### src/adpcma_dsp_pkg.sv
// adpcm-a dsp package: decoder step and index tables, gain mantissas and sample widths
package adpcma_dsp_pkg;

    localparam int dec_w   = 12;    // decoded sample
    localparam int mix_w   = 16;    // attenuated sample fed to the mixers
    localparam int att_w   = 6;     // total + channel attenuation, 0.75 dB units
    localparam int idx_max = 48;    // last step_table entry

    // adpcm-a step sizes, roughly 1.1x per index
    localparam logic [15:0] step_table [0:48] = '{
        16'd16,   16'd17,   16'd19,   16'd21,   16'd23,   16'd25,   16'd28,
        16'd31,   16'd34,   16'd37,   16'd41,   16'd45,   16'd50,   16'd55,
        16'd60,   16'd66,   16'd73,   16'd80,   16'd88,   16'd97,   16'd107,
        16'd118,  16'd130,  16'd143,  16'd157,  16'd173,  16'd190,  16'd209,
        16'd230,  16'd253,  16'd279,  16'd307,  16'd337,  16'd371,  16'd408,
        16'd449,  16'd494,  16'd544,  16'd598,  16'd658,  16'd724,  16'd796,
        16'd876,  16'd963,  16'd1060, 16'd1166, 16'd1282, 16'd1411, 16'd1552
    };

    // step index move, by nibble magnitude
    localparam logic signed [3:0] index_adj [0:7] = '{
        -4'sd1, -4'sd1, -4'sd1, -4'sd1,
         4'sd2,  4'sd5,  4'sd7,  4'sd9
    };

    // one octave of gain in 0.75 dB steps, 255 = unity before the >>7
    localparam logic [7:0] gain_mant [0:7] = '{
        8'd255, 8'd234, 8'd215, 8'd197,
        8'd181, 8'd166, 8'd152, 8'd139
    };

endpackage

### src/adpcma_cfg_pkg.sv
// adpcm-a config package: channel count, pipeline slots, command fields and address widths
package adpcma_cfg_pkg;

    localparam int num_ch       = 6;    // channels, also cycles per frame
    // position of each pipeline step inside a six-cycle frame
    localparam int slot_addr    = 0;    // rom address out, roe_n low
    localparam int slot_data    = 1;    // nibble latch
    localparam int slot_dec     = 2;    // predictor update
    localparam int slot_gain    = 3;    // attenuation
    localparam int slot_acc     = 4;    // side accumulators
    localparam int aon_dump_bit = 7;    // key cmd: 0 key-on, 1 dump
    localparam int lr_hi        = 7;    // level byte, left enable
    localparam int lr_lo        = 6;    // level byte, right enable
    localparam int level_w      = 5;    // per-channel level field
    localparam int rom_addr_w   = 20;
    localparam int bank_w       = 4;
    localparam int reg_addr_w   = 16;   // start/end regs in 256-byte units

    // one-hot channel vector to channel number
    function automatic logic [2:0] ch_idx(input logic [num_ch-1:0] oh);
        logic [2:0] idx;
        idx = '0;
        for (int i = 0; i < num_ch; i++) begin
            if (oh[i]) idx = 3'(i);
        end
        return idx;
    endfunction

endpackage
### src/adpcma_drv.sv
`timescale 1ns/100ps
// adpcm-a driver top: channel sequencer, key-on/dump scheduling, nibble latch and 6-ch mix
module adpcma_drv
    import adpcma_cfg_pkg::*, adpcma_dsp_pkg::*;
#(
    parameter int pcm_w = 16                        // output width
) (
    input  logic                    cen6,
    input  logic                    rst_n,
    // registers
    input  logic [att_w-1:0]        atl,            // total level
    input  logic [7:0]              lracl_in,       // pan + channel level
    input  logic [reg_addr_w-1:0]   addr_in,
    input  logic [2:0]              up_lracl,       // 6,7 = no write
    input  logic                    up_start,
    input  logic                    up_end,
    input  logic [2:0]              up_addr,
    input  logic [7:0]              aon_cmd,
    input  logic                    up_aon,
    // sample rom
    input  logic [7:0]              datain,
    output logic [rom_addr_w-1:0]   addr,
    output logic [bank_w-1:0]       bank,
    output logic                    roe_n,
    // end flags
    input  logic [num_ch-1:0]       clr_flags,
    output logic [num_ch-1:0]       flags,
    // mixed output
    output logic signed [pcm_w-1:0] pcm_l,
    output logic signed [pcm_w-1:0] pcm_r,
    output logic                    sample_stb
);

    logic [num_ch-1:0]       cur_ch;    // slot within frame
    logic [num_ch-1:0]       en_ch;     // channel owning the frame
    logic                    sf_end;
    logic [7:0]              aon_cpy;
    logic [7:0]              aon_now;
    logic [num_ch-1:0]       aon_sr;
    logic [num_ch-1:0]       aoff_sr;
    logic [3:0]              data;
    logic                    nib_sel;
    logic                    dec_on;
    logic                    dec_clr;
    logic signed [dec_w-1:0] pcm_dec;
    logic signed [mix_w-1:0] pcm_att;
    logic [1:0]              lr;        // {left, right}

    assign sf_end = cur_ch[num_ch-1] & en_ch[num_ch-1];    // last cycle of superframe

    always_ff @(posedge cen6 or negedge rst_n) begin
        if (!rst_n) begin
            cur_ch <= num_ch'(1);
            en_ch  <= num_ch'(1);
        end else begin
            cur_ch <= {cur_ch[num_ch-2:0], cur_ch[num_ch-1]};
            if (cur_ch[num_ch-1]) begin
                en_ch <= {en_ch[num_ch-2:0], en_ch[num_ch-1]};  // next frame
            end
        end
    end

    // a write in the very last cycle still makes the next superframe
    assign aon_now = up_aon ? aon_cmd : aon_cpy;

    always_ff @(posedge cen6 or negedge rst_n) begin
        if (!rst_n) begin
            aon_cpy <= '0;
            aon_sr  <= '0;
            aoff_sr <= '0;
        end else begin
            if (sf_end) begin
                aon_cpy <= '0;  // consumed
                aon_sr  <= aon_now[aon_dump_bit] ? '0 : aon_now[num_ch-1:0];
                aoff_sr <= aon_now[aon_dump_bit] ? aon_now[num_ch-1:0] : '0;
            end else begin
                if (up_aon) begin
                    aon_cpy <= aon_cmd;
                end
                if (cur_ch[num_ch-1]) begin
                    // bit 0 always belongs to the frame's channel
                    aon_sr  <= {1'b0, aon_sr[num_ch-1:1]};
                    aoff_sr <= {1'b0, aoff_sr[num_ch-1:1]};
                end
            end
        end
    end

    // rom answers one cycle after the address
    always_ff @(posedge cen6) begin
        if (cur_ch[slot_data]) begin
            data <= nib_sel ? datain[3:0] : datain[7:4];    // high nibble first
        end
    end

    adpcma_addr_cnt u_addr_cnt (
        .cen6      (cen6),
        .rst_n     (rst_n),
        .cur_ch    (cur_ch),
        .en_ch     (en_ch),
        .addr_in   (addr_in),
        .addr_ch   (up_addr),
        .up_start  (up_start),
        .up_end    (up_end),
        .aon       (aon_sr[0]),
        .aoff      (aoff_sr[0]),
        .clr_flags (clr_flags),
        .addr      (addr),
        .bank      (bank),
        .roe_n     (roe_n),
        .nib_sel   (nib_sel),
        .dec_on    (dec_on),
        .dec_clr   (dec_clr),
        .flags     (flags)
    );

    adpcma_decoder u_decoder (
        .cen6    (cen6),
        .rst_n   (rst_n),
        .cur_ch  (cur_ch),
        .en_ch   (en_ch),
        .data    (data),
        .dec_on  (dec_on),
        .dec_clr (dec_clr),
        .pcm     (pcm_dec)
    );

    adpcma_gain u_gain (
        .cen6    (cen6),
        .rst_n   (rst_n),
        .cur_ch  (cur_ch),
        .en_ch   (en_ch),
        .atl     (atl),
        .lracl   (lracl_in),
        .up_ch   (up_lracl),
        .pcm_in  (pcm_dec),
        .lr      (lr),
        .pcm_att (pcm_att)
    );

    adpcma_acc #(.pcm_w(pcm_w)) u_acc_l (
        .cen6       (cen6),
        .rst_n      (rst_n),
        .cur_ch     (cur_ch),
        .en_ch      (en_ch),
        .en_sum     (lr[1]),
        .pcm_in     (pcm_att),
        .pcm_out    (pcm_l),
        .sample_stb (sample_stb)
    );

    adpcma_acc #(.pcm_w(pcm_w)) u_acc_r (
        .cen6       (cen6),
        .rst_n      (rst_n),
        .cur_ch     (cur_ch),
        .en_ch      (en_ch),
        .en_sum     (lr[0]),
        .pcm_in     (pcm_att),
        .pcm_out    (pcm_r),
        .sample_stb ()                  // same timing as left
    );

    a_seq_onehot: assert property (@(posedge cen6) disable iff (!rst_n)
        $onehot(cur_ch) && $onehot(en_ch));

    a_on_off_excl: assert property (@(posedge cen6) disable iff (!rst_n)
        (aon_sr & aoff_sr) == '0);

endmodule

### src/adpcma_acc.sv
`timescale 1ns/100ps
// adpcm-a side accumulator: sums enabled channels over a superframe, saturates, dumps
module adpcma_acc
    import adpcma_cfg_pkg::*, adpcma_dsp_pkg::*;
#(
    parameter int pcm_w = 16
) (
    input  logic                    cen6,
    input  logic                    rst_n,
    input  logic [num_ch-1:0]       cur_ch,
    input  logic [num_ch-1:0]       en_ch,
    input  logic                    en_sum,     // this side enabled for the channel
    input  logic signed [mix_w-1:0] pcm_in,
    output logic signed [pcm_w-1:0] pcm_out,
    output logic                    sample_stb
);

    // three extra bits hold six full-scale channels
    localparam int sum_w = ((pcm_w > mix_w) ? pcm_w : mix_w) + 3;
    localparam logic signed [sum_w-1:0] pos_max =
        {{(sum_w-pcm_w+1){1'b0}}, {(pcm_w-1){1'b1}}};
    localparam logic signed [sum_w-1:0] neg_min =
        {{(sum_w-pcm_w+1){1'b1}}, {(pcm_w-1){1'b0}}};

    logic signed [sum_w-1:0] sum;
    logic signed [sum_w-1:0] add_in;
    logic signed [sum_w-1:0] sum_nxt;
    logic                    dump;

    assign dump    = cur_ch[slot_acc] & en_ch[num_ch-1];   // last channel's add
    assign add_in  = en_sum ? sum_w'(pcm_in) : '0;
    assign sum_nxt = sum + add_in;

    always_ff @(posedge cen6 or negedge rst_n) begin
        if (!rst_n) begin
            sum        <= '0;
            pcm_out    <= '0;
            sample_stb <= 1'b0;
        end else begin
            sample_stb <= dump;     // lands in slot 5 of frame 5
            if (dump) begin
                sum <= '0;
                if (sum_nxt > pos_max) begin
                    pcm_out <= pos_max[pcm_w-1:0];
                end else if (sum_nxt < neg_min) begin
                    pcm_out <= neg_min[pcm_w-1:0];
                end else begin
                    pcm_out <= sum_nxt[pcm_w-1:0];
                end
            end else if (cur_ch[slot_acc]) begin
                sum <= sum_nxt;
            end
        end
    end

    a_out_with_stb: assert property (@(posedge cen6) disable iff (!rst_n)
        $changed(pcm_out) |-> sample_stb);

endmodule

### src/adpcma_gain.sv
`timescale 1ns/100ps
// adpcm-a gain: per-channel level and pan bytes, attenuation of the decoded sample
module adpcma_gain
    import adpcma_cfg_pkg::*, adpcma_dsp_pkg::*;
(
    input  logic                    cen6,
    input  logic                    rst_n,
    input  logic [num_ch-1:0]       cur_ch,
    input  logic [num_ch-1:0]       en_ch,
    input  logic [att_w-1:0]        atl,        // total level
    input  logic [7:0]              lracl,      // {L, R, -, level}
    input  logic [2:0]              up_ch,      // 6,7 = no write
    input  logic signed [dec_w-1:0] pcm_in,
    output logic [1:0]              lr,
    output logic signed [mix_w-1:0] pcm_att
);

    logic [7:0]              lracl_r [num_ch];
    logic [2:0]              ch;
    logic [level_w-1:0]      level;
    logic [att_w:0]          att_sum;           // one spare bit for saturation
    logic [att_w-1:0]        att;
    logic [3:0]              shift;
    logic signed [dec_w+8:0] prod;

    assign ch    = ch_idx(en_ch);
    assign level = lracl_r[ch][level_w-1:0];

    // ~level is 31 - level
    assign att_sum = {1'b0, atl} + {{(att_w+1-level_w){1'b0}}, ~level};
    assign att     = att_sum[att_w] ? '1 : att_sum[att_w-1:0];
    assign shift   = 4'd7 + {1'b0, att[att_w-1:3]};      // whole 6 dB steps
    assign prod    = pcm_in * $signed({1'b0, gain_mant[att[2:0]]});

    always_ff @(posedge cen6 or negedge rst_n) begin
        if (!rst_n) begin
            for (int i = 0; i < num_ch; i++) begin
                lracl_r[i] <= '0;
            end
            lr      <= '0;
            pcm_att <= '0;
        end else begin
            if (int'(up_ch) < num_ch) begin
                lracl_r[up_ch] <= lracl;
            end
            if (cur_ch[slot_gain]) begin
                lr      <= {lracl_r[ch][lr_hi], lracl_r[ch][lr_lo]};
                pcm_att <= mix_w'(prod >>> shift);
            end
        end
    end

endmodule

### src/adpcma_decoder.sv
`timescale 1ns/100ps
// adpcm-a decoder: per-channel predictor and step index, one nibble per channel per superframe
module adpcma_decoder
    import adpcma_cfg_pkg::*, adpcma_dsp_pkg::*;
(
    input  logic                    cen6,
    input  logic                    rst_n,
    input  logic [num_ch-1:0]       cur_ch,
    input  logic [num_ch-1:0]       en_ch,
    input  logic [3:0]              data,       // sign + 3-bit magnitude
    input  logic                    dec_on,
    input  logic                    dec_clr,    // first nibble after key-on
    output logic signed [dec_w-1:0] pcm
);

    logic signed [dec_w-1:0] x_r   [num_ch];    // predictor
    logic [5:0]              idx_r [num_ch];    // step index 0..48
    logic [2:0]              ch;
    logic signed [dec_w-1:0] x_cur;
    logic signed [dec_w-1:0] x_nxt;
    logic [5:0]              idx_cur;
    logic [5:0]              idx_nxt;
    logic signed [7:0]       idx_sum;
    logic [15:0]             step;
    logic [19:0]             diff_full;
    logic [dec_w-1:0]        diff;

    assign ch      = ch_idx(en_ch);
    assign x_cur   = dec_clr ? '0 : x_r[ch];    // restart from silence
    assign idx_cur = dec_clr ? '0 : idx_r[ch];
    assign step    = step_table[idx_cur];

    // (2m+1) * step / 8
    assign diff_full = 20'(step) * 20'({data[2:0], 1'b1});
    assign diff      = dec_w'(diff_full >> 3);
    assign x_nxt     = data[3] ? x_cur - diff : x_cur + diff;   // wraps at 12 bits

    assign idx_sum = $signed({2'b00, idx_cur}) + index_adj[data[2:0]];

    always_comb begin
        if (idx_sum < 0) begin
            idx_nxt = '0;
        end else if (idx_sum > idx_max) begin
            idx_nxt = 6'(idx_max);
        end else begin
            idx_nxt = idx_sum[5:0];
        end
    end

    always_ff @(posedge cen6) begin
        if (cur_ch[slot_dec] && dec_on) begin
            x_r[ch]   <= x_nxt;
            idx_r[ch] <= idx_nxt;
        end
    end

    always_ff @(posedge cen6 or negedge rst_n) begin
        if (!rst_n) begin
            pcm <= '0;
        end else if (cur_ch[slot_dec]) begin
            pcm <= dec_on ? x_nxt : '0;     // silent while off
        end
    end

endmodule

### src/adpcma_addr_cnt.sv
`timescale 1ns/100ps
// adpcm-a address counter: per-channel start/end/current address, rom fetch and end flags
module adpcma_addr_cnt
    import adpcma_cfg_pkg::*;
(
    input  logic                    cen6,
    input  logic                    rst_n,
    input  logic [num_ch-1:0]       cur_ch,
    input  logic [num_ch-1:0]       en_ch,
    input  logic [reg_addr_w-1:0]   addr_in,
    input  logic [2:0]              addr_ch,
    input  logic                    up_start,
    input  logic                    up_end,
    input  logic                    aon,        // key-on, held for the frame
    input  logic                    aoff,       // dump, held for the frame
    input  logic [num_ch-1:0]       clr_flags,
    output logic [rom_addr_w-1:0]   addr,
    output logic [bank_w-1:0]       bank,
    output logic                    roe_n,
    output logic                    nib_sel,    // valid in slot_data
    output logic                    dec_on,
    output logic                    dec_clr,
    output logic [num_ch-1:0]       flags
);

    localparam int full_w = bank_w + rom_addr_w;
    localparam int low_w  = full_w - reg_addr_w;    // byte bits below a 256-byte unit

    logic [reg_addr_w-1:0] start_r [num_ch];
    logic [reg_addr_w-1:0] end_r   [num_ch];
    logic [full_w-1:0]     cur_r   [num_ch];        // byte address incl. bank
    logic [num_ch-1:0]     nib_r;                   // 1 = low nibble next
    logic [num_ch-1:0]     on_r;
    logic [2:0]            ch;
    logic                  on_now;
    logic                  nib_now;
    logic                  at_end;
    logic [full_w-1:0]     cur_now;
    logic [num_ch-1:0]     flag_set;

    assign ch = ch_idx(en_ch);

    // key-on acts in the same slot_addr so the first fetch is not lost
    assign on_now  = aon | (on_r[ch] & ~aoff);
    assign cur_now = aon ? {start_r[ch], {low_w{1'b0}}} : cur_r[ch];
    assign nib_now = aon ? 1'b0 : nib_r[ch];
    assign at_end  = on_now & nib_now & (cur_now == {end_r[ch], {low_w{1'b1}}});

    assign {bank, addr} = cur_now;
    assign roe_n        = ~(cur_ch[slot_addr] & on_now);
    assign flag_set     = (cur_ch[slot_addr] && at_end) ? (num_ch'(1) << ch) : '0;

    always_ff @(posedge cen6) begin
        if (up_start && int'(addr_ch) < num_ch) begin
            start_r[addr_ch] <= addr_in;
        end
        if (up_end && int'(addr_ch) < num_ch) begin
            end_r[addr_ch] <= addr_in;
        end
        if (cur_ch[slot_addr] && on_now) begin
            cur_r[ch] <= nib_now ? cur_now + full_w'(1) : cur_now;  // step after low nibble
        end
    end

    always_ff @(posedge cen6 or negedge rst_n) begin
        if (!rst_n) begin
            nib_r   <= '0;
            on_r    <= '0;
            nib_sel <= 1'b0;
            dec_on  <= 1'b0;
            dec_clr <= 1'b0;
            flags   <= '0;
        end else begin
            flags <= (flags & ~clr_flags) | flag_set;   // a new end wins over a clear
            if (cur_ch[slot_addr]) begin
                on_r[ch]  <= on_now & ~at_end;          // past end: stop
                nib_r[ch] <= on_now & ~nib_now;
                nib_sel   <= nib_now;
                dec_on    <= on_now;                    // held for the rest of the frame
                dec_clr   <= aon;
            end
        end
    end

    // one fetch per frame, single-cycle enable
    a_roe_slot: assert property (@(posedge cen6) disable iff (!rst_n)
        !roe_n |-> cur_ch[slot_addr] ##1 roe_n);

endmodule

### config.mk
export PLATFORM = sky130hd
export DESIGN_NAME = adpcma_drv
export DESIGN_NICKNAME = d
export VERILOG_FILES = /design/src/adpcma_dsp_pkg.sv /design/src/adpcma_cfg_pkg.sv /design/src/adpcma_drv.sv /design/src/adpcma_acc.sv /design/src/adpcma_gain.sv /design/src/adpcma_decoder.sv /design/src/adpcma_addr_cnt.sv
export SDC_FILE = /design/constraint.sdc
export NUM_CORES = 1
export LEC_CHECK = 0
export CELL_PAD_IN_SITES_DETAIL_PLACEMENT = 2
export CELL_PAD_IN_SITES_GLOBAL_PLACEMENT = 2
export CORE_MARGIN = 2
export CORE_UTILIZATION = 25
export CTS_CLUSTER_SIZE = 16
export DETAILED_ROUTE_END_ITERATION = 8
export DONT_BUFFER_PORTS = 1
export PLACE_DENSITY_LB_ADDON = 0.3
export SLEW_MARGIN = 10
export SYNTH_ARGS = -nofsm -noshare
export SYNTH_HDL_FRONTEND = slang
export SYNTH_SLANG_ARGS = --single-unit
export TNS_END_PERCENT = 1
### constraint.sdc
create_clock -name cen6 -period 16.2 [get_ports cen6]
set_input_delay 0.81 -clock cen6 [delete_from_list [all_inputs] [get_ports cen6]]
set_output_delay 0.81 -clock cen6 [all_outputs]
set_load 0.01 [all_outputs]
### Word level (Yosys, flattened, before mapping)

Memory sizes are Yosys's and may differ from the RTL's.
Index checks and enable logic that the tools add are counted.

* eq/ne operators: 1
* multiply operators: 2
* $add $sub $neg: 8
* order comparisons: 16
* bitwise logic cells: 22
* muxes and demuxes: 63
* reduce and logical (&&, ||, !) cells: 9
* shift-type cells: 2

Operators with widths (number)
* 19-bit 2-to-1 mux: 6
* 16-bit 2-to-1 mux: 6
* 6-bit 2-to-1 mux: 11
* 8-bit 2-to-1 mux: 7
* 48-bit bitwise mux: 1
* 24-bit 2-to-1 mux: 2
* 19-bit adder: 2
* 19-bit by 16-bit > comparator with 1-bit output (second input constant): 2
* 19-bit by 16-bit less-than comparator with 1-bit output (second input constant): 2
* 12-bit 2-to-1 mux: 3
* 24-bit by 1-bit adder with 24-bit output (second input constant): 1
* 8-bit binary-select mux with 3-bit select: 1
* 8-bit demux with 3-bit select: 1
* 24-bit equality test: 1
* 12-bit by 9-bit multiplier with 21-bit output: 1
* 21-bit by 4-bit >>> shifter with 16-bit output: 1
* 4-bit greater-or-equal comparator (second input constant): 4
* 16-bit by 4-bit multiplier with 15-bit output: 1
* 3-bit inverter with 4-bit output: 4
* 1-bit 2-to-1 mux: 13
* 12-bit adder: 1
* 6-bit bitwise mux: 2
* 3-bit 2-to-1 mux: 4
* 4-bit 2-to-1 mux: 3
* 24 further kinds: 43

* memory bits (read-only): 1120
* flip-flop bits (word level): 205
* input bits: 63
* output and inout port bits: 64
* memories: 8
* RAM bits: 444

Memory list
* (name not given): depth 64, width 16, rd ports 1, clocked after Yosys merged registers in 0, write ports 0, line adpcma_decoder.sv:31 `assign step = step_table[idx_cur];`
* u_addr_cnt.cur_r: depth 6, width 24, rd ports 1, clocked after Yosys merged registers in 0, write ports 1, line adpcma_addr_cnt.sv:31 `logic [full_w-1:0] cur_r [num_ch];`
* u_addr_cnt.end_r: depth 6, width 16, rd ports 1, clocked after Yosys merged registers in 0, write ports 1, line adpcma_addr_cnt.sv:30 `logic [reg_addr_w-1:0] end_r [num_ch];`
* u_addr_cnt.start_r: depth 6, width 16, rd ports 1, clocked after Yosys merged registers in 0, write ports 1, line adpcma_addr_cnt.sv:29 `logic [reg_addr_w-1:0] start_r [num_ch];`
* u_decoder.x_r: depth 6, width 12, rd ports 1, clocked after Yosys merged registers in 0, write ports 1, line adpcma_decoder.sv:16 `logic signed [dec_w-1:0] x_r [num_ch];`
* (name not given): depth 8, width 8, rd ports 1, clocked after Yosys merged registers in 0, write ports 0, line adpcma_gain.sv:33 `assign prod = pcm_in * $signed({1'b0, gain_mant[att[2:0]]});`
* +2 memories

### Longest topological paths before layout

* word-level depth: 18
* mapped depth: 47

### Hierarchy

A second synthesis with hierarchy kept.

* cells, all modules: 3208
* area total of the unflattened synthesis: 36837.8 um2

Modules (own cells, without submodules)
* adpcma_addr_cnt: area an instance 14654.1 um2, sequential area each 10615.2 um2, cells an instance 928, times used 1
* adpcma_decoder: area an instance 8100.3 um2, sequential area each 3543.4 um2, cells an instance 796, times used 1
* adpcma_gain: area an instance 7812.5 um2, sequential area each 1501.4 um2, cells an instance 880, times used 1
* adpcma_acc: area an instance 2446.1 um2, sequential area each 900.9 um2, cells an instance 255, times used 2
* adpcma_drv: area an instance 1378.8 um2, sequential area each 898.4 um2, cells an instance 94, times used 1

### Worst setup path before layout

Ideal clock, no wire load.

* path type: register to register
* start: register en_ch[5]
* end: register u_gain.pcm_att[10]
* path slack: 5.688 ns
* arrival time: 10.430 ns
* clock period less this slack: 10.512 ns
* cell stages (with the launch flop): 45
* buffers on the path: 11
* cell sequence: dfrtp_1 buf_2 buf_2 clkbuf_1 buf_2 buf_2 clkbuf_1 buf_1 clkbuf_1 clkbuf_1 buf_1 a21oi_1 ha_1 fa_1 a21o_1 a21oi_1 nor2b_1 o21a_1 (+9 left out) ha_1 inv_1 fa_1 inv_1 fa_1 a21o_1 a21oi_1 o21bai_1 a21o_1 a21oi_1 o211ai_1 a21o_1 a31o_2 a21oi_1 xor2_1 a21oi_1 or3_1 a31oi_1

* cells in the longest elaborated chain, start to end: 14

RTL lines
* from (decl): line adpcma_drv.sv:35 `logic [num_ch-1:0] en_ch;`
* from (signal assigned): line adpcma_drv.sv:54 `en_ch <= num_ch'(1);`
* from (signal assigned): line adpcma_drv.sv:58 `en_ch <= {en_ch[num_ch-2:0], en_ch[num_ch-1]};`
* 3-bit 2-to-1 mux *: line adpcma_cfg_pkg.sv:24 `if (oh[i]) idx = 3'(i);`
* 3-bit inverter with 4-bit output (implied by the code) *: line adpcma_gain.sv:27 `assign level = lracl_r[ch][level_w-1:0];`
* 8-bit binary-select mux with 3-bit select *: line adpcma_gain.sv:27
* 8-bit 2-to-1 mux (implied by the code) *: line adpcma_gain.sv:27
* 8-bit 2-to-1 mux *
* 5-bit inverter *: line adpcma_gain.sv:30 `assign att_sum = {1'b0, atl} + {{(att_w+1-level_w){1'b0}}, ~level};`
* 6-bit by 5-bit adder with 7-bit output *: line adpcma_gain.sv:30
* 6-bit 2-to-1 mux *: line adpcma_gain.sv:31 `assign att = att_sum[att_w] ? '1 : att_sum[att_w-1:0];`
* 3-bit inverter with 4-bit output (implied by the code): line adpcma_gain.sv:33
* memory 8 x 8 bit
* 8-bit 2-to-1 mux (implied by the code) (2 in a row): line adpcma_gain.sv:33
* 12-bit by 9-bit multiplier with 21-bit output: line adpcma_gain.sv:33
* 21-bit by 4-bit >>> shifter with 16-bit output *: line adpcma_gain.sv:48 `pcm_att <= mix_w'(prod >>> shift);`
* to (signal assigned): line adpcma_gain.sv:48
* to (decl): line adpcma_gain.sv:15 `output logic signed [mix_w-1:0] pcm_att`

Every way passes the cells marked *; elsewhere a longest branch is shown, timed or not. The select of a mux whose other input is x is not followed.
A chain may end at the register's enable or synchronous reset.

### Final worst setup path

* start: register en_ch[5]
* end: register u_gain.pcm_att[8]

Same word-level chain as after synthesis.

==> results by group <==
Clock network
  • CTS Buf Count: 77
  • CTS tree: yes
  • Root Buffer: clkbuf_16
  • Post-CTS setup repair buffer count: 0
  • Reg clk slew, reported paths: 0.06 ns
  • Clock Latency Late Sink: 0.68 ns
  • H-tree depth: 3
  • Deepest clock path buffer count: 3
  • Post-cts resize count: 0
  • CTS sink cnt: 643

Worst setup path
  • R2r setup slk: 3.48 ns
  • CP max FO: 30
  • Setup crit end: u_gain.pcm_att[8]
  • Critical Path End Type: flop
  • Setup crit start: en_ch[5]
  • RR Endpoint: u_gain.pcm_att[8]
  • FF-to-FF Start: en_ch[5]
  • Critical path's slowest cell: nor3b_1
  • Max stage delay on crit path: 0.88 ns
  • Worst R2R Path Depth: 39
  • CP required: 16.76 ns
  • Setup crit start kind: flop
  • Most used cell, CP: a21oi_1
  • WP data arrival: 13.28 ns
  • CP Class: flop to flop

Flow run
  • Max cap viols: 0

Timing
  • Tightest Pin Transition: 1.05 ns
  • RSZ-0062 raised after global routing: false
  • Fmax: 78.6 MHz
  • Period Utilization, post-route: 0.785
  • Period minus WS final: 12.72 ns
  • Setup TNS: 0 ns
  • Worst hold slack: 0.0263 ns
  • Final hold vios: 0
  • Worst Clk Skew: 0.0566 ns
  • Final setup vio count: 0
  • Fin. max-slew vios: 0
  • Max_slew headroom: 0.299

Yosys
  • Synth warnings: 0
  • Post-synth EDFFs: 448
  • Area leader, netlist: edfxtp_1
  • Average size of a mapped cell: 11.1 um2
  • Post-synthesis sequential area ratio: 0.527
  • Synth top area share: 0.387
  • Ys flop type: edfxtp_1
  • Syn nets: 3417
  • Mapped Area: 34800 um2
  • Share of flip-flops with an asynchronous set or reset: 0.303
  • Synth Instances: 3122
  • Seq cells post-synth: 643
  • Dominant cells by area after synthesis: edfxtp_1 (39%), dfrtp_1 (14%), fa_1 (5.8%)
  • Post-synth cell types: 95

Floorplan
  • DIE HEIGHT: 377 um
  • I/O pin count: 127
  • Initial cell density of the core: 0.252
  • Horiz. Die Dim: 377 um
  • Core Area: 138000 um2
  • Die area: 142000 um2
  • FP Rows: 136

Cells and area
  • Final std cells w/o fill: 4982
  • Fraction of layout instances using a drive strength above 1: 0.105
  • P&R area growth vs syn: 14.1%
  • Final #Nets: 3419

Placed design
  • Placed instance count: 4836
  • GPL Wtd Cong: 0.755
  • IO buf count: 0
  • Hpwl dp: 77.1 mm

Global routing
  • First-pass GRT wire length: 174 mm
  • Initial antenna violation count: 4
  • Total gr overflow: 0
  • Largest net degree at the start of global routing: 194
  • Global Route Usage Sum: 0.161
  • Vias in the first global route: 27179

Power and ir drop
  • Pwr/cell area: 99.0 nW/um2
  • P_leak: 15.1 nW
  • Max VDD drop: 0.0000696 V

Routing
  • Met3 WL post-DR: 4.05 mm
  • Via count: 24638
  • Top routing layer in use: met5
  • DRT antenna net count: 0
  • WL met1: 52.6 mm
  • Routed wire per std cell: 22.8 um
  • Residual DRC: 0
  • Via density: 4.95
  • Initial drt markers: 1215
  • First-pass DRT Iterations: 5
  • Total Wirelength: 114 mm
  • Met2 routed WL: 55.6 mm

Outcome
  • Status: finished clean

Min path
  • Hold crit path type: input port to async pin
==> through the flow <==
| stage | power (W) | instance area [um2] | setup WS [ns] | util |
|---|---|---|---|---|
| 2_1_floorplan | 0.00208 | 34800 | 5.69 | - |
| 3_3_place_gp | 0.00221 | 37100 | 3.40 | 0.269 |
| 3_5_place_dp | 0.00221 | 37100 | 3.26 | 0.269 |
| 4_1_cts | 0.00398 | 39600 | 3.23 | 0.288 |
| 5_1_grt | 0.00408 | 39700 | 2.58 | 0.288 |
| 6_report | 0.00393 | 39700 | 3.48 | 0.288 |
==> sequential cells by signal (all words and copies together) (netlist names), 19 cells and up <==
register,flops
u_addr_cnt.start_r,96
u_addr_cnt.end_r,96
u_decoder.x_r,72
u_decoder.idx_r,36
u_acc_l.sum,19
u_acc_r.sum,19
u_gain.lracl_r,42
u_addr_cnt.cur_r,144
==> routing by layer <==
metal / GRT usage / vias to the layer above
li1: - / 11239
met1: 0.214 / 12982
met2: 0.276 / 327
met3: 0.0233 / 86
met4: 0.0340 / 4
met5: 0 / -
==> worst max-delay path: cells and delay by family (launching register included) <==
| kind | cells | cell delay, ns |
|---|---|---|
| flip-flops | 1 | 0.64 |
| multiplexers | 2 | 0.89 |
| XOR/XNOR | 1 | 0.27 |
| buffers and inverters | 5 | 0.92 |
| AND/OR/NAND/NOR | 6 | 2.50 |
| adder cells (fa/ha/maj) | 8 | 3.36 |
| AO/OA/AOI/OAI | 17 | 3.98 |
==> logic make-up after synthesis <==
family	synth area share
compound gates	0.146
xor+xnor	0.0339
fa+ha+maj	0.105
buf+inv	0.0429
flops	0.527
mux	0.0273
simple gates	0.117
==> report_power, final <==
group / internal [W] / switching (W) / leakage (nW)
clock: 0.000998 / 0.000741 / 1.22
sequential: 0.00179 / 0.0000149 / 6.44
combinational: 0.000122 / 0.000258 / 7.45
total: 0.00291 / 0.00101 / 15.1
==> repair_timing <==
item                                    4_1_cts  5_1_grt
hold endpoints to repair                    193        0
hold buffers                                  2        0
endpoints found under the setup margin        0        0
==> synthesized netlist by cell type, drive strengths merged (72+ instances only) <==
cell type and count:
edfxtp 448, nor2 285, nand2 263, a21oi 256, inv 224, dfrtp 193
ha 131, o21ai 128, clkbuf 110, xnor2 102, fa 101, nor3 72
==> worst min-delay path by stage <==
stage | start | to | cells past startpoint
2_1_floorplan | cur_ch[3] | cur_ch[4] | 0
3_3_place_gp | u_addr_cnt.on_r[3] | u_addr_cnt.on_r[3] | 2
3_5_place_dp | u_addr_cnt.on_r[4] | u_addr_cnt.on_r[4] | 2
4_1_cts | addr_in[14] | u_addr_cnt.start_r[2][14] | 0
5_1_grt | rst_n | u_acc_r.pcm_out[12] | 1
6_report | rst_n | u_acc_r.pcm_out[9] | 1
==> area by class of cell <==
class / count / area, um2
fillers: 14970 / 98200
inverters: 228 / 857
repair buffers: 80 / 643
well taps: 1794 / 2240
flip-flops and latches: 643 / 18300
clock inverters: 40 / 435
diodes: 1 / 2.50
multi-input cells: 2094 / 15000
clock buffers: 102 / 2090
==> placed cells by master (no fill, tap or decap), drive strengths merged, types with 6 or more instances in the layout <==
master and instances:
nand2b 19, o21a 21, and2 59, xnor2 102
a31o 10, buf 79, fa 101, nor4 30
o31a 6, nor2b 28, a22o 37, o221ai 13
o21ai 128, a21oi 256, a21o 23, clkinv 34
mux2 63, nor3 72, a221o 19, a31oi 30
mux2i 24, nand2 263, and3 23, ha 131
edfxtp 448, o211ai 18, inv 225, o21bai 28
nor2 285, nand3 47, clkbuf 102, a221oi 34
dfrtp 193, a211oi 25, nor3b 6, or3 15
xor2 31, o22ai 49, o31ai 20, nand4 7
No activity file was read; power rests on OpenSTA's default activity.
